===== config.mk =====
export PLATFORM = sky130hd
export DESIGN_NAME = axi_bridge
export DESIGN_NICKNAME = d
export VERILOG_FILES = /design/src/source/axi_bridge_pkg.sv /design/src/source/axi_bridge.sv /design/src/source/write_pending_counter.sv /design/src/source/w_beat_fifo.sv /design/src/source/axi_aw_channel.sv /design/src/source/axi_r_channel.sv /design/src/source/axi_ar_channel.sv
export SDC_FILE = /design/constraint.sdc
export NUM_CORES = 1
export LEC_CHECK = 0
export BUFFER_PORTS_ARGS = -buffer_cell sky130_fd_sc_hd__clkbuf_2
export CORE_UTILIZATION = 35
export CTS_CLUSTER_DIAMETER = 50
export CTS_CLUSTER_SIZE = 8
export DETAILED_ROUTE_END_ITERATION = 12
export GPL_ROUTABILITY_DRIVEN = 0
export SLEW_MARGIN = 15
export SYNTH_ARGS = -nofsm -noshare
export SYNTH_HDL_FRONTEND = slang
export SYNTH_SLANG_ARGS = --single-unit
export TNS_END_PERCENT = 10

===== constraint.sdc =====
create_clock -name clk -period 5.1 [get_ports clk]
set_input_delay 0.51 -clock clk [delete_from_list [all_inputs] [get_ports clk]]
set_output_delay 0.51 -clock clk [all_outputs]
set_load 0.03 [all_outputs]

===== src/source/axi_bridge_pkg.sv =====
package axi_bridge_pkg;

    // AXI IDs per requester
    localparam logic [3:0] ID_INST = 4'd1;
    localparam logic [3:0] ID_DATA = 4'd2;

    localparam int W_FIFO_DEPTH = 8;
    localparam int W_FIFO_PTR = $clog2(W_FIFO_DEPTH);

    // Enough for far more writes than can be in flight
    localparam int PENDING_W = 5;

    typedef struct packed {
        logic        wr;
        logic [1:0]  size;
        logic [31:0] addr;
        logic [7:0]  len;
    } sram_req_t;

    typedef struct packed {
        logic [31:0] data;
        logic [3:0]  strb;
        logic        last;
    } w_beat_t;

    typedef struct packed {
        logic [3:0]  id;
        logic [31:0] addr;
        logic [7:0]  len;
        logic [2:0]  size;
    } axi_addr_t;

    typedef struct packed {
        logic [3:0]  id;
        logic [31:0] data;
        logic        last;
    } axi_rbeat_t;

    typedef enum logic [1:0] {
        REQ_NONE,
        REQ_INST_READ,
        REQ_DATA_READ,
        REQ_DATA_WRITE
    } req_kind_t;

    typedef enum logic [1:0] {
        AW_IDLE,
        AW_ADDR,
        AW_DATA
    } aw_state_t;

endpackage

===== src/source/axi_bridge.sv =====
`timescale 1ns/10ps

module axi_bridge
    import axi_bridge_pkg::*;
(
    input  logic        clk,
    input  logic        resetn,

    input  logic        inst_req,
    input  sram_req_t   inst_info,
    output logic        inst_addr_ok,
    output logic        inst_data_ok,
    output logic [31:0] inst_rdata,

    input  logic        data_req,
    input  sram_req_t   data_info,
    input  w_beat_t     data_wbeat,
    input  logic        data_wvalid,
    output logic        data_addr_ok,
    output logic        data_data_ok,
    output logic        data_rlast,
    output logic [31:0] data_rdata,

    output axi_addr_t   ar,
    output logic        arvalid,
    input  logic        arready,

    input  axi_rbeat_t  r,
    input  logic        rvalid,
    output logic        rready,

    output axi_addr_t   aw,
    output logic        awvalid,
    input  logic        awready,

    output w_beat_t     w,
    output logic        wvalid,
    input  logic        wready,

    input  logic [3:0]  bid,
    input  logic        bvalid,
    output logic        bready
);

    req_kind_t  kind;
    axi_addr_t  ar_payload;
    axi_addr_t  aw_payload;
    axi_rbeat_t beat;
    w_beat_t    fifo_head;
    logic       ar_empty;
    logic       ar_load;
    logic       aw_idle;
    logic       aw_start;
    logic       beat_valid;
    logic       fifo_empty;
    logic       fifo_pop;
    logic       write_busy;
    logic       b_done;
    logic       b_ok;

    // Data port first; its reads wait out pending writes
    always_comb begin
        if (data_req && data_info.wr) begin
            kind = REQ_DATA_WRITE;
        end else if (data_req && !write_busy) begin
            kind = REQ_DATA_READ;
        end else if (inst_req && !inst_info.wr) begin
            kind = REQ_INST_READ;
        end else begin
            kind = REQ_NONE;
        end
    end

    assign inst_addr_ok = (kind == REQ_INST_READ) && ar_empty;
    assign data_addr_ok = ((kind == REQ_DATA_WRITE) && aw_idle)
                       || ((kind == REQ_DATA_READ) && ar_empty);

    assign ar_load = ar_empty && (kind == REQ_INST_READ || kind == REQ_DATA_READ);
    assign aw_start = (kind == REQ_DATA_WRITE) && aw_idle;

    always_comb begin
        if (kind == REQ_DATA_READ) begin
            ar_payload = '{id: ID_DATA, addr: data_info.addr, len: data_info.len,
                           size: {1'b0, data_info.size}};
        end else begin
            ar_payload = '{id: ID_INST, addr: inst_info.addr, len: inst_info.len,
                           size: {1'b0, inst_info.size}};
        end
    end

    assign aw_payload = '{id: ID_DATA, addr: data_info.addr, len: data_info.len,
                          size: {1'b0, data_info.size}};

    // Read beats go back by ID
    assign inst_rdata = beat.data;
    assign data_rdata = beat.data;
    assign inst_data_ok = beat_valid && (beat.id == ID_INST);
    assign data_rlast = beat.last && (beat.id == ID_DATA);
    assign data_data_ok = (beat_valid && (beat.id == ID_DATA)) || b_ok;

    assign bready = 1'b1;
    assign b_done = bvalid && bready && (bid == ID_DATA);

    always_ff @(posedge clk) begin
        if (!resetn) begin
            b_ok <= 1'b0;
        end else begin
            b_ok <= b_done;
        end
    end

    axi_ar_channel u_ar (
        .clk     (clk),
        .resetn  (resetn),
        .load    (ar_load),
        .payload (ar_payload),
        .empty   (ar_empty),
        .ar      (ar),
        .arvalid (arvalid),
        .arready (arready)
    );

    axi_r_channel u_r (
        .clk        (clk),
        .resetn     (resetn),
        .r          (r),
        .rvalid     (rvalid),
        .rready     (rready),
        .beat       (beat),
        .beat_valid (beat_valid)
    );

    axi_aw_channel u_aw (
        .clk        (clk),
        .resetn     (resetn),
        .start      (aw_start),
        .payload    (aw_payload),
        .idle       (aw_idle),
        .fifo_beat  (fifo_head),
        .fifo_empty (fifo_empty),
        .fifo_pop   (fifo_pop),
        .aw         (aw),
        .awvalid    (awvalid),
        .awready    (awready),
        .w          (w),
        .wvalid     (wvalid),
        .wready     (wready)
    );

    w_beat_fifo u_w_fifo (
        .clk       (clk),
        .resetn    (resetn),
        .push      (data_wvalid),
        .push_beat (data_wbeat),
        .pop       (fifo_pop),
        .head      (fifo_head),
        .empty     (fifo_empty)
    );

    write_pending_counter u_pending (
        .clk        (clk),
        .resetn     (resetn),
        .issue      (aw_start),
        .done       (b_done),
        .write_busy (write_busy)
    );

    a_one_grant: assert property (@(posedge clk) disable iff (!resetn)
        !(inst_addr_ok && data_addr_ok))
        else $error("Both ports granted in one cycle");

endmodule


===== src/source/write_pending_counter.sv =====
`timescale 1ns/10ps

module write_pending_counter
    import axi_bridge_pkg::*;
(
    input  logic clk,
    input  logic resetn,
    input  logic issue,
    input  logic done,
    output logic write_busy
);

    logic [PENDING_W-1:0] pending;

    always_ff @(posedge clk) begin
        if (!resetn) begin
            pending <= '0;
        end else if (issue && !done) begin
            pending <= pending + 1'b1;
        end else if (done && !issue) begin
            pending <= pending - 1'b1;
        end
    end

    assign write_busy = (pending != '0);

    // A B response with no write outstanding
    property p_no_underflow;
        @(posedge clk) disable iff (!resetn)
        done && !issue |-> pending != '0;
    endproperty
    a_no_underflow: assert property (p_no_underflow)
        else $error("B response without a pending write");

endmodule


===== src/source/w_beat_fifo.sv =====
`timescale 1ns/10ps

module w_beat_fifo
    import axi_bridge_pkg::*;
(
    input  logic    clk,
    input  logic    resetn,
    input  logic    push,
    input  w_beat_t push_beat,
    input  logic    pop,
    output w_beat_t head,
    output logic    empty
);

    w_beat_t mem [W_FIFO_DEPTH];

    logic [W_FIFO_PTR-1:0] wr_ptr;
    logic [W_FIFO_PTR-1:0] rd_ptr;
    logic [W_FIFO_PTR:0]   count;
    logic                  full;

    assign empty = (count == '0);
    assign full = (count == (W_FIFO_PTR + 1)'(W_FIFO_DEPTH));
    assign head = mem[rd_ptr];

    always_ff @(posedge clk) begin
        if (!resetn) begin
            wr_ptr <= '0;
            rd_ptr <= '0;
            count <= '0;
        end else begin
            if (push) begin
                wr_ptr <= wr_ptr + 1'b1;
            end
            if (pop) begin
                rd_ptr <= rd_ptr + 1'b1;
            end
            if (push && !pop) begin
                count <= count + 1'b1;
            end else if (pop && !push) begin
                count <= count - 1'b1;
            end
        end
    end

    always_ff @(posedge clk) begin
        if (push) begin
            mem[wr_ptr] <= push_beat;
        end
    end

    // Burst length cap should keep this from firing
    a_no_overflow: assert property (@(posedge clk) disable iff (!resetn) push && full |-> pop)
        else $error("Write beat FIFO overflow");

endmodule


===== src/source/axi_aw_channel.sv =====
`timescale 1ns/10ps

module axi_aw_channel
    import axi_bridge_pkg::*;
(
    input  logic      clk,
    input  logic      resetn,
    input  logic      start,
    input  axi_addr_t payload,
    output logic      idle,
    input  w_beat_t   fifo_beat,
    input  logic      fifo_empty,
    output logic      fifo_pop,
    output axi_addr_t aw,
    output logic      awvalid,
    input  logic      awready,
    output w_beat_t   w,
    output logic      wvalid,
    input  logic      wready
);

    aw_state_t state;
    aw_state_t state_next;

    always_comb begin
        state_next = state;
        case (state)
            AW_IDLE: begin
                if (start) begin
                    state_next = AW_ADDR;
                end
            end
            AW_ADDR: begin
                if (awready) begin
                    state_next = AW_DATA;
                end
            end
            AW_DATA: begin
                // Burst ends once the last beat is taken
                if (fifo_pop && fifo_beat.last) begin
                    state_next = AW_IDLE;
                end
            end
            default: state_next = AW_IDLE;
        endcase
    end

    always_ff @(posedge clk) begin
        if (!resetn) begin
            state <= AW_IDLE;
        end else begin
            state <= state_next;
        end
    end

    always_ff @(posedge clk) begin
        if (state == AW_IDLE && start) begin
            aw <= payload;
        end
    end

    assign idle = (state == AW_IDLE);
    assign awvalid = (state == AW_ADDR);

    // W beats wait behind the address
    assign wvalid = (state == AW_DATA) && !fifo_empty;
    assign w = fifo_beat;
    assign fifo_pop = wvalid && wready;

    property p_no_pop_empty;
        @(posedge clk) disable iff (!resetn)
        fifo_pop |-> !fifo_empty;
    endproperty
    a_no_pop_empty: assert property (p_no_pop_empty)
        else $error("Write beat FIFO popped while empty");

endmodule


===== src/source/axi_r_channel.sv =====
`timescale 1ns/10ps

module axi_r_channel
    import axi_bridge_pkg::*;
(
    input  logic       clk,
    input  logic       resetn,
    input  axi_rbeat_t r,
    input  logic       rvalid,
    output logic       rready,
    output axi_rbeat_t beat,
    output logic       beat_valid
);

    // Reads are never back-pressured
    assign rready = 1'b1;

    always_ff @(posedge clk) begin
        if (!resetn) begin
            beat_valid <= 1'b0;
        end else begin
            beat_valid <= rvalid && rready;
        end
    end

    always_ff @(posedge clk) begin
        if (rvalid) begin
            beat <= r;
        end
    end

endmodule


===== src/source/axi_ar_channel.sv =====
`timescale 1ns/10ps

module axi_ar_channel
    import axi_bridge_pkg::*;
(
    input  logic      clk,
    input  logic      resetn,
    input  logic      load,
    input  axi_addr_t payload,
    output logic      empty,
    output axi_addr_t ar,
    output logic      arvalid,
    input  logic      arready
);

    // Single entry, full exactly while arvalid is up
    always_ff @(posedge clk) begin
        if (!resetn) begin
            arvalid <= 1'b0;
        end else if (load) begin
            arvalid <= 1'b1;
        end else if (arready) begin
            arvalid <= 1'b0;
        end
    end

    always_ff @(posedge clk) begin
        if (load) begin
            ar <= payload;
        end
    end

    assign empty = !arvalid;

    // Address must not change while the slave stalls
    property p_ar_stable;
        @(posedge clk) disable iff (!resetn)
        arvalid && !arready |=> arvalid && $stable(ar);
    endproperty
    a_ar_stable: assert property (p_ar_stable)
        else $error("AR payload changed while waiting for arready");

endmodule


======== Word level (Yosys, flattened, before mapping) ========
Memory sizes are Yosys's and may differ from the RTL's. A register that Yosys moved wholly into a read port is not among the register bits.
Cells that the tools add are included.
storage, ports and cells
  memories kept ........................... 1
  output and inout bits ................... 205
  memory bits (writable) .................. 296
  input port bits ......................... 174
  word-level logic and storage cells ...... 91
  register bits ........................... 146
memories
  memory        depth  bits a word  rd ports  clocked after Yosys merged registers in  write ports  line               text
  u_w_fifo.mem  8      37           1         1                                        1            w_beat_fifo.sv:15  w_beat_t mem [W_FIFO_DEPTH];
cells by class
  reductions and logical operators ........ 37
  equal/unequal tests ..................... 11
  mux-type cells .......................... 18
  add/subtract/negate cells ............... 6
operators by type and width
  operator                                          number
  two-way mux 45 bit                                1
  logical AND 1 bit                                 19
  two-way mux 2 bit                                 5
  two-way mux 5 bit                                 2
  == test 4 x 2 -> 1 bit, second input constant     2
  logical NOT 1 bit                                 8
  two-way mux 4 bit                                 2
  adder 3 x 1 -> 3 bit, second input constant       2
  == test 2 bit, second input constant              3
  two-way mux 3 bit                                 2
  != test 2 x 1 -> 1 bit, second input constant     3
  one-hot mux 2 bit (3 select lines)                1
  nonzero test 2 bit                                3
  adder 5 x 1 -> 5 bit, second input constant       1
  two-way mux 1 bit                                 5
  nonzero test 5 bit                                1
  subtractor 5 x 1 -> 5 bit, second input constant  1
  adder 4 x 1 -> 4 bit, second input constant       1
  == test 2 x 1 -> 1 bit, second input constant     2
  == test 4 x 1 -> 1 bit, second input constant     1
  logical NOT 4 bit                                 1
  subtractor 4 x 1 -> 4 bit, second input constant  1
  logical OR 1 bit                                  3
  AND reduction 3 bit                               1
  logical NOT 2 bit                                 1

======== Logic depth before layout (Yosys ltp) ========
Gate-level depths: netlist of the first run.
  depth in word-level cells ............... 11
  mapped depth ............................ 9
  mapped depth without buffers ............ 9

======== Modules after synthesis ========
From an unflattened synthesis of the first run, not the netlist that was laid out.
second synthesis, totals
  cell total of the unflattened synthesis .. 829
  area total of the unflattened synthesis .. 17649.4 um2
by module, submodules not included
  module                 area each (um2)  seq. area each (um2)  times used  cells an instance
  w_beat_fifo            11737.5          9148.8                1           495
  axi_aw_channel         1816.7           1451.4                1           98
  axi_ar_channel         1448.9           1431.4                1           51
  axi_bridge             1158.6           20.0                  1           106
  axi_r_channel          1148.6           1131.1                1           41
  write_pending_counter  339.1            100.1                 1           38

======== Least setup slack after synthesis of the first run ========
No wires, ideal clock.
  kind .................................... input port to flip-flop
  from .................................... input port data_req
  to ...................................... register u_pending.pending[3]
  stages .................................. 9
  arrival time ............................ 5.362 ns
  data required time ...................... 5.038 ns
  path buffers ............................ 0
  library setup time ...................... 0.062 ns
  setup slack ............................. -0.324 ns
  cells stage by stage .................... nand2_1 > nor3_1 > ha_1 > inv_1 > ha_1 > a21o_1 > a21oi_1 > or4b_2 > nand3_1
between the ends
  longest elaborated chain between the ends .. 8
  elaborated cells between the ends (all ways) .. 11
  those cells by class .................... eq/ne (1); mux (3); reduce/logical (7)
ends and longest elaborated chain
  element                              line                         text
  start: declaration                   axi_bridge.sv:15             input logic data_req,
  logical AND 1 bit                    axi_bridge.sv:65             end else if (data_req && !write_busy) begin
  two-way mux 2 bit                    axi_bridge.sv:65
  two-way mux 2 bit (*)                axi_bridge.sv:63             if (data_req && data_info.wr) begin
  == test 2 bit (*)                    axi_bridge.sv:79             assign aw_start = (kind == REQ_DATA_WRITE) && aw_idle;
  logical AND 1 bit (*)                axi_bridge.sv:79
  logical NOT 1 bit                    write_pending_counter.sv:20  end else if (done && !issue) begin
  logical AND 1 bit                    write_pending_counter.sv:20
  nonzero test 2 bit (no source line)  -
  end signal: assignment               write_pending_counter.sv:19  pending <= pending + 1'b1;
  end signal: assignment               write_pending_counter.sv:21  pending <= pending - 1'b1;
  end: declaration                     write_pending_counter.sv:13  logic [PENDING_W-1:0] pending;
Every way passes the cells marked *; elsewhere a longest branch is shown, timed or not.
A chain may end at the register's enable or synchronous reset.

==> flow_metrics.env, run 1 <==
export IMPL_clk_latency_ps=590
export IMPL_status="completed"
export IMPL_fp_row_count=81
export IMPL_worstSetupPathType="flip-flop to output port"
export IMPL_vias=8699
export IMPL_io_pins=379
export IMPL_synth_edf_count=419
export IMPL_arrival_ps=3180
export IMPL_ys_seq_area_share_pct=75.0
export IMPL_layout_nets=1361
export IMPL_netlist_area_um2=17400
export IMPL_peakVddDrop_mv=0.240
export IMPL_synth_seq_cells=442
export IMPL_power_mw=9.60
export IMPL_yosysTopAreaCellShare_pct=72.4
export IMPL_final_max_slew_viol_count=0
export IMPL_fmax_mhz=271
export IMPL_min_period_over_period_pct=72.3
export IMPL_grt_pass1_vias=9113
export IMPL_crit_fanout=52
export IMPL_num_antenna_cells=0
export IMPL_yosysTopAreaCell="edfxtp_1"
export IMPL_dr_pass1_iters=4
export IMPL_cts_root_buffer="clkbuf_16"
export IMPL_cts_buffers=70
export IMPL_drcViolationCount=0
export IMPL_power_static_leakage_nw=7.94
export IMPL_post_cts_resized=0
export IMPL_hold_depth=1
export IMPL_h_tree_depth=3
export IMPL_cts_tree="yes"
export IMPL_post_cts_buffers=0
export IMPL_postSynthCellCount=816
export IMPL_die_area_um2=50600
export IMPL_netlist_top_cells_count="edfxtp_1, mux2_2, buf_4, mux4_1, dfxtp_1"
export IMPL_worstMarginPinSlew_ps=1130
export IMPL_fin_skew_ps=18.8
export IMPL_syn_to_final_growth_pct=24.3
export IMPL_postSynth_asyncResetShare_pct=0
export IMPL_ys_flop_type="edfxtp_1"
export IMPL_cp_slowest_cell="dfxtp_4"
export IMPL_grt_use_total_pct=15.0
export IMPL_grt_overflow_total=0
export IMPL_finalSetupViolations=0
export IMPL_initial_utilization_pct=35.5
export IMPL_drt_first_iter_violations=419
export IMPL_timing_rr_start="u_pending.pending[0]"
export IMPL_yosys_top_cells_area="edfxtp_1, mux4_1, mux2_2, buf_4, dfxtp_1"
export IMPL_synthDistinctLibCells=44
export IMPL_wl_per_cell_um=20.7
export IMPL_yosys_warnings=0
export IMPL_min_period_ps=3690
export IMPL_fp_dieW_um=225
export IMPL_maxCapViolCount=0
export IMPL_max_stage_delay_ps=960
export IMPL_setup_tns_ps=0
export IMPL_clkSinkCount=442
export IMPL_layout_drive_gt1_share_pct=47.7
export IMPL_min_from="r[14]"
export IMPL_start_kind="flip-flop"
export IMPL_hold_viol_final=0
export IMPL_cp_cell_sequence="buf_4 -> mux4_1 -> mux2_2 -> clkbuf_2"
export IMPL_critPathBufInv=2
export IMPL_r2r_end="u_ar.ar[26]"
export IMPL_worstHoldPathType="primary input to flip-flop"
export IMPL_viasPerCell=4.66
export IMPL_reg2reg_slack_ps=2280
export IMPL_crit_required_ps=4590
export IMPL_antenna_found_initial=3
export IMPL_cp_top_family="flip-flops"
export IMPL_reg2regPathDepth=7
export IMPL_yosysMostFrequentCell="edfxtp_1"
export IMPL_clockBufferDepth=3
export IMPL_wirelength_mm=38.6
export IMPL_relSlewSlack_pct=24.2
export IMPL_io_buffer_count=368
export IMPL_clkTransAtPathRegs_ps=50
export IMPL_grt_pass1_wl_mm=55.5
export IMPL_die_h_um=225
export IMPL_dp_hpwl_mm=23.8
export IMPL_grt_max_degree=74
export IMPL_avgSynthCellArea_um2=21.3
export IMPL_ant_nets=0
export IMPL_core_region_area_um2=49000
export IMPL_powerDensity_nw_per_um2=444
export IMPL_min_to="u_r.beat[14]"
export IMPL_postCtsHoldBufs=0
export IMPL_rsz0062_at_grt="false"
export IMPL_endpoint_kind="output port"
[cell usage in the layout, fill, tap and decap left out, types with 3 or more instances in the layout]
| cell | netlist | final |
|---|---|---|
| a21oi_1 | 3 | 3 |
| a31oi_1 | 3 | 3 |
| and2_1 | 12 | 12 |
| and3_1 | 3 | 3 |
| buf_4 | 74 | 13 |
| clkbuf_1 | 11 | 9 |
| clkbuf_16 | 0 | 72 |
| clkbuf_2 | 1 | 368 |
| clkbuf_8 | 0 | 3 |
| clkinv_1 | 0 | 3 |
| clkinv_8 | 0 | 4 |
| conb_1 | 2 | 10 |
| dfxtp_1 | 23 | 20 |
| edfxtp_1 | 419 | 419 |
| ha_1 | 11 | 10 |
| inv_1 | 4 | 4 |
| mux2_2 | 79 | 79 |
| mux2i_1 | 6 | 6 |
| mux4_1 | 65 | 65 |
| mux4_2 | 9 | 9 |
| nand2_1 | 12 | 12 |
| nand2b_1 | 5 | 5 |
| nand3_1 | 4 | 4 |
| nor2_1 | 10 | 3 |
| nor2_4 | 0 | 7 |
| nor2b_1 | 10 | 10 |
| xnor2_1 | 7 | 7 |
[cell families after synthesis]
logic type                 after synthesis  synth area share, %
DFF                                    442                 75.0
buffers and inverters                  107                 4.27
other                                    2               0.0432
AOI/OAI and AO/OA                       16                0.590
muxes                                  159                 16.4
adders and majority gates               13                 1.02
xor gates and xnor gates                 8                0.403
and+or+nand+nor                         69                 2.23
[through the flow]
step / worst slack [ps] / instances / utilization (%) / hold WS, ps / instance area, um2
floorplan: 1110 / 824 / - / 441 / 17400
global placement: 1950 / 1766 / 39.9 / 457 / 19500
detailed placement: 1910 / 1766 / 39.9 / 464 / 19500
CTS: 1270 / 1865 / 44.2 / 57.0 / 21600
global route: 1230 / 1865 / 44.2 / 55.9 / 21600
finish: 1410 / 1865 / 44.2 / 102 / 21600
[cell type report]
type	count	area (um2)
repair buffers	381	1940
multi-input cells	275	3710
well taps	664	831
flip-flops and latches	442	13100
clock inverters	15	193
clock buffers	84	1880
inverters	4	15.0
fillers	4272	27300
[where the power goes]
part           leakage (nW)  internal, mW  total, mW  switching (mW)
combinational          2.88         0.329       1.04           0.709
sequential             4.05          4.23       4.31          0.0819
clock                  1.01          2.68       4.25            1.56
[worst register-to-register path, cell delays in order, from the launching register on]
cell	delay (ps)
dfxtp_1	350
nor4_1	350
nand3b_1	150
nand3b_1	130
and2_1	140
ha_2	280
nor2_4	780
buf_4	360
[layer usage]
metal	up-vias	track usage [%]	routed length [um]
met2	258	23.5	18500
met3	86	4.43	2100
met5	-	0	37
met4	6	5.88	1110
met1	4385	19.7	16900
li1	3964	-	-
[sequential cells by signal (all words and copies together), names as in the netlist, 2 cells and up, named ones only]
register and cells:
u_w_fifo.count 4, u_r.beat 37, u_ar.ar 44, u_w_fifo.mem 296
u_pending.pending 5, u_aw.aw 42, u_w_fifo.rd_ptr 3, u_aw.state 2
u_w_fifo.wr_ptr 3
[how the worst max path moves through the flow]
| stage | startpoint | endpoint | slack [ps] | depth (start not counted) |
|---|---|---|---|---|
| 2_1_floorplan | data_req | u_pending.pending[3] | 1110 | 9 |
| 3_3_place_gp | flip-flop | w[13] | 1950 | 4 |
| 3_5_place_dp | flip-flop | w[13] | 1910 | 4 |
| 4_1_cts | flip-flop | w[13] | 1270 | 4 |
| 5_1_grt | flip-flop | w[13] | 1230 | 4 |
| 6_report | flip-flop | w[13] | 1410 | 4 |
No activity file was read; power rests on OpenSTA's default activity.
==> run 2, diff against run 1 <==
==> constraint.sdc (replaced) <==
create_clock -name clk -period 3.8 [get_ports clk]
set_input_delay 0.38 -clock clk [delete_from_list [all_inputs] [get_ports clk]]
set_output_delay 0.38 -clock clk [all_outputs]
set_load 0.03 [all_outputs]
==> run 2 against run 1 <==
First-iteration DRC count is 10% higher. Critical path depth stayed put. Core utilization is 1.8 points higher. Combinational power is 42% higher. Worst hold slack worse by 45 ps. Clock-buffer cell count is 8 higher. Die area stayed put. Final area is 4.1% higher. Via count is 3.8% higher. Global-route usage is 0.32 points higher. Register-to-register slack worse by 940 ps.
==> flow_metrics.env, run 2 (synthesis results as in run 1) <==
export IMPL_status="completed"
export IMPL_grt_max_degree=74
export IMPL_cp_cell_sequence="buf_4 -> mux4_1 -> mux2_2 -> clkbuf_2"
export IMPL_postCtsHoldBufs=79
export IMPL_top_regs="u_w_fifo.mem: 296 flops, u_ar.ar: 44 flops, u_aw.aw: 42 flops"
export IMPL_min_period_ps=3080
export IMPL_cts_root_buffer="clkbuf_16"
export IMPL_largest_register="u_w_fifo.mem"
export IMPL_antenna_found_initial=3
export IMPL_io_buffer_count=368
export IMPL_cp_slowest_cell="dfxtp_4"
export IMPL_fin_skew_ps=11.6
export IMPL_clockBufferDepth=3
export IMPL_clk_latency_ps=580
export IMPL_viasPerCell=4.62
export IMPL_die_area_um2=50600
export IMPL_wirelength_mm=39.3
export IMPL_grt_overflow_total=0
export IMPL_cts_buffers=70
export IMPL_post_cts_buffers=0
export IMPL_powerDensity_nw_per_um2=573
export IMPL_min_period_over_period_pct=81.1
export IMPL_crit_required_ps=3420
export IMPL_initial_utilization_pct=35.5
export IMPL_grt_busiest_layer="met2"
export IMPL_largest_register_ffs=296
export IMPL_met2_usage_pct=24.7
export IMPL_endpoint_kind="output port"
export IMPL_die_h_um=225
export IMPL_dr_pass1_iters=4
export IMPL_drt_first_iter_violations=462
export IMPL_fp_dieW_um=225
export IMPL_seqCellArea_um2=13100
export IMPL_grt_use_total_pct=15.4
export IMPL_vias=9028
export IMPL_final_common_cell="edfxtp_1"
export IMPL_worstMarginPinSlew_ps=1060
export IMPL_grtUsageMet3_pct=4.65
export IMPL_grt_pass1_vias=9494
export IMPL_hold_viol_final=0
export IMPL_placed_area_um2=19700
export IMPL_peakVddDrop_mv=0.407
export IMPL_clkSinkCount=442
export IMPL_multi_input_area_um2=3710
export IMPL_clkTransAtPathRegs_ps=50
export IMPL_cts_tree="yes"
export IMPL_syn_to_final_growth_pct=29.4
export IMPL_worstSetupPathType="flip-flop to output port"
export IMPL_holdWs_ps=57.2
export IMPL_io_pins=379
export IMPL_arrival_ps=2700
export IMPL_design_area_um2=22500
export IMPL_dp_hpwl_mm=24.0
export IMPL_max_stage_delay_ps=640
export IMPL_worstHoldPathType="primary input to flip-flop"
export IMPL_start_kind="flip-flop"
export IMPL_cp_top_family="multiplexers"
export IMPL_finalSetupViolations=0
export IMPL_relSlewSlack_pct=29.6
export IMPL_grt_util_met1_pct=19.6
export IMPL_h_tree_depth=3
export IMPL_finalNonFillerCells=1955
export IMPL_maxCapViolCount=0
export IMPL_wl_per_cell_um=20.1
export IMPL_fp_row_count=81
export IMPL_fmax_mhz=324
export IMPL_drcViolationCount=0
export IMPL_setup_tns_ps=0
export IMPL_post_cts_resized=0
export IMPL_ant_nets=0
export IMPL_place_inst=1769
export IMPL_fillers=4194
export IMPL_crit_fanout=23
export IMPL_final_max_slew_viol_count=0
export IMPL_rsz0062_at_grt="false"
export IMPL_layout_nets=1443
export IMPL_power_static_leakage_nw=8.29
export IMPL_core_region_area_um2=49000
export IMPL_grt_pass1_wl_mm=56.9
export IMPL_layout_drive_gt1_share_pct=44.5
export IMPL_layout_common_cells="edfxtp_1, clkbuf_2, mux2_2, dlygate4sd3_1, clkbuf_16"
export IMPL_critPathBufInv=2
## run 2: cell count changes in the layout (fill, tap and decap cells not counted), sizes merged
cell         previous run  this run
dlygate4sd3             0        79
bufinv                  2         1
clkinv                 11         9
diode                   0         1
clkinvlp                0         2
clkbuf                452       460
buf                    13        16
## run 2: cell type report
class / count / share of cell area (%)
antenna: 1 / 0.0111
clock buffer: 92 / 8.58
clock inverter: 14 / 0.523
inverter: 4 / 0.0667
multi-input combinational: 275 / 16.5
sequential: 442 / 58.0
tap: 664 / 3.69
timing repair buffer: 463 / 12.6
## run 2: power by group
part           total, mW  internal [mW]  leakage, nW  switching, mW
logic               1.48          0.504         3.25          0.977
clock network       5.63           3.58        0.992           2.05
registers           5.78           5.68         4.05          0.103
total               12.9           9.76         8.29           3.13
## run 2: worst paths after layout
check | startpoint | cells past startpoint | slack, ps | endpoint
max | flip-flop | 4 | 720 | w[23]
min | bvalid | 2 | 60 | b_ok
max reg2reg | u_w_fifo.count[0] | 9 | 1340 | u_w_fifo.count[3]
min reg2reg | u_w_fifo.count[3] | 2 | 470 | u_w_fifo.count[3]
## run 2: per-stage QoR
step | worst slack, ps | power, mW | util, %
CTS | 613 | 13.1 | 46.0
detailed placement | 1230 | 7.30 | 40.2
global placement | 1250 | 7.28 | 40.2
finish | 717 | 12.9 | 46.0
global route | 544 | 13.3 | 46.0
floorplan | 285 | 6.84 | -
## run 2: routing by layer
metal / up-vias / part of all wire (%)
met5: - / 0.11
met4: 6 / 2.6
met3: 72 / 5.5
met2: 231 / 50
met1: 4586 / 42
li1: 4133 / -
## run 2: worst register-to-register path, delay by kind of cell (launching register included)
kind                       cells  cell delay, ps
adders and majority gates      2             520
muxes                          1             200
and+or+nand+nor                2             750
DFF                            1             350
buffers and inverters          1              90
AOI/OAI and AO/OA              3             480
==> run 3, diff against run 2 <==
--- a/config.mk
+++ b/config.mk
@@ -5,6 +5,7 @@
 export SDC_FILE = /design/constraint.sdc
 export NUM_CORES = 1
 export LEC_CHECK = 0
+export ABC_AREA = 1
 export BUFFER_PORTS_ARGS = -buffer_cell sky130_fd_sc_hd__clkbuf_2
 export CORE_UTILIZATION = 35
 export CTS_CLUSTER_DIAMETER = 50
==> constraint.sdc (replaced) <==
create_clock -name clk -period 2.8 [get_ports clk]
set_input_delay 0.28 -clock clk [delete_from_list [all_inputs] [get_ports clk]]
set_output_delay 0.28 -clock clk [all_outputs]
set_load 0.03 [all_outputs]
==> run 3 against run 2 <==
Critical path type unchanged. Critical endpoint is now w[18]. Combinational power up 39%. Setup slack got worse by 570 ps. Largest power group unchanged. Final area grew 3.4%. Global-route usage grew 2.3 points. Routed wire length increased by 17%.
==> flow_metrics.env, run 3 <==
export IMPL_viasPerCell=4.84
export IMPL_core_region_area_um2=49100
export IMPL_cp_endpoint="w[18]"
export IMPL_clkTransAtPathRegs_ps=50
export IMPL_cts_tree="yes"
export IMPL_largest_register="u_w_fifo.mem"
export IMPL_r2r_end="u_w_fifo.count[3]"
export IMPL_reg2regPathDepth=14
export IMPL_worstMarginPinSlew_ps=1080
export IMPL_postSynthCellCount=1358
export IMPL_netlist_area_um2=17400
export IMPL_hold_viol_final=0
export IMPL_dp_hpwl_mm=27.2
export IMPL_initial_utilization_pct=35.6
export IMPL_crit_required_ps=2520
export IMPL_worstSetupPathType="flip-flop to output port"
export IMPL_peakVddDrop_mv=0.518
export IMPL_clkSinkCount=442
export IMPL_synth_seq_cells=442
export IMPL_io_pins=379
export IMPL_final_max_slew_viol_count=0
export IMPL_min_period_ps=2650
export IMPL_grt_max_degree=80
export IMPL_placed_area_um2=19700
export IMPL_yosysTopAreaCellShare_pct=72.1
export IMPL_min_period_over_period_pct=94.6
export IMPL_syn_to_final_growth_pct=33.4
export IMPL_power_static_leakage_nw=9.09
export IMPL_worstHoldPathType="primary input to flip-flop"
export IMPL_fmax_mhz=377
export IMPL_final_util_pct=47.4
export IMPL_antenna_found_initial=2
export IMPL_top_regs="u_w_fifo.mem: 296 flops, u_ar.ar: 44 flops, u_aw.aw: 42 flops"
export IMPL_grt_pass1_wl_mm=68.0
export IMPL_fin_skew_ps=16.7
export IMPL_die_area_um2=50700
export IMPL_wl_per_cell_um=18.2
export IMPL_relSlewSlack_pct=27.7
export IMPL_clockBufferDepth=3
export IMPL_postSynth_asyncResetShare_pct=0
export IMPL_final_common_cell="edfxtp_1"
export IMPL_avgSynthCellArea_um2=12.8
export IMPL_layout_drive_gt1_share_pct=26.2
export IMPL_yosysTopAreaCell="edfxtp_1"
export IMPL_reg2reg_slack_ps=610
export IMPL_dr_pass1_iters=5
export IMPL_hold_depth=3
export IMPL_grt_overflow_total=0
export IMPL_layout_common_cells="edfxtp_1, clkbuf_2, nor2_1"
export IMPL_vias=12300
export IMPL_wirelength_mm=46.1
export IMPL_timing_rr_start="u_aw.state[1]"
export IMPL_design_area_um2=23300
export IMPL_layout_nets=2031
export IMPL_powerDensity_nw_per_um2=744
export IMPL_drcViolationCount=0
export IMPL_h_tree_depth=3
export IMPL_clk_latency_ps=590
export IMPL_status="completed"
export IMPL_netlist_top_cells_count="edfxtp_1, nor2_1, nand2_1, o21ai_0, buf_4"
export IMPL_ant_nets=0
export IMPL_yosys_top_cells_area="edfxtp_1, nor2_1, o21ai_0, nand2_1, buf_4"
export IMPL_finalSetupViolations=0
export IMPL_endpoint_kind="output port"
export IMPL_grt_pass1_vias=12000
export IMPL_arrival_ps=2370
export IMPL_start_kind="flip-flop"
export IMPL_largest_register_ffs=296
export IMPL_synthDistinctLibCells=32
export IMPL_maxCapViolCount=0
export IMPL_fp_row_count=81
export IMPL_grt_use_total_pct=17.7
export IMPL_die_h_um=225
export IMPL_crit_fanout=76
export IMPL_ys_seq_area_share_pct=74.8
export IMPL_io_buffer_count=368
export IMPL_cts_root_buffer="clkbuf_16"
export IMPL_yosys_warnings=0
export IMPL_rsz0062_at_grt="false"
export IMPL_holdWs_ps=52.6
export IMPL_synth_edf_count=419
export IMPL_cts_buffers=69
export IMPL_drt_first_iter_violations=804
export IMPL_ys_flop_type="edfxtp_1"
export IMPL_yosysMostFrequentCell="edfxtp_1"
export IMPL_fp_dieW_um=225
==> run 3: changes by cell type after synthesis, sizes merged, moves of 36 or more <==
cell / before / now
nor2: 10 / 288
o21ai: 3 / 156
inv: 4 / 41
mux2: 79 / 0
mux4: 74 / 0
o22ai: 0 / 36
nand2: 12 / 162
==> run 3: worst max-delay path: stages, from the launching register on <==
cell	delay, ps
dfxtp_4	400
clkinv_2	180
buf_16	280
o21ai_0	150
o22ai_1	180
nor2_1	80
a31oi_1	230
buf_2	250
==> run 3: worst min-delay path by stage <==
stage	startpoint	end	slack [ps]
floorplan	rvalid	u_r.beat_valid	380
detailed placement	r[24]	u_r.beat[24]	460
global route	data_wbeat[18]	u_w_fifo.mem[3][18]	40
CTS	bid[1]	b_ok	1
global placement	r[6]	u_r.beat[6]	460
finish	data_wvalid	u_w_fifo.wr_ptr[2]	50
==> run 3: where the power goes <==
part	total [mW]	switching [mW]	leakage, nW	internal (mW)
Sequential	7.79	0.129	4.06	7.66
Combinational	2.05	1.42	4.08	0.627
Clock	7.48	2.77	0.952	4.71
==> run 3: timing repair <==
action / CTS / global route
setup buffers: 0 / 0
hold buffers: 155 / 0
gates resized for setup: 0 / 2
endpoints found under the setup margin: 0 / 1
endpoints found under the hold margin: 409 / 0
==> run 3: kinds of logic (layout without fill, tap and decap cells) <==
logic type	count (synthesis)	in the layout	share of synthesized area, %
and+or+nand+nor	468	468	10.3
DFF	442	442	74.8
AOI/OAI and AO/OA	243	243	7.52
buffers and inverters	182	684	5.99
adders and majority gates	13	13	1.02
xor gates and xnor gates	8	8	0.402
other	2	11	0.0430
==> run 3: per-stage QoR <==
| step | std cells | total power [mW] | TNS (ps) | worst slack (ps) |
|---|---|---|---|---|
| after floorplan | 1366 | 9.12 | -40.2 | -40.2 |
| after global placement | 2282 | 9.73 | 0 | 605 |
| after detailed placement | 2282 | 9.77 | 0 | 622 |
| after CTS | 2532 | 17.5 | 0 | 131 |
| after global routing | 2533 | 17.9 | 0 | 12.8 |
| final | 2533 | 17.3 | 0 | 151 |
==> run 3: layer usage <==
metal  vias up  routed length [um]  GRT usage [%]
li1       5683                   -              -
met1      5959               19000           22.1
met2       492               22100           28.7
met3       125                3110           4.28
met4         2                1860           8.60
met5         -                  10              0
==> run 3: area by class of cell <==
class / instances / area, um2
Sequential cell: 442 / 13000
Antenna cell: 1 / 2.50
Multi-Input combinational cell: 742 / 3470
Fill cell: 4333 / 25800
Clock buffer: 81 / 1810
Inverter: 42 / 159
Tap cell: 664 / 831
Clock inverter: 14 / 150
Timing Repair Buffer: 547 / 3790
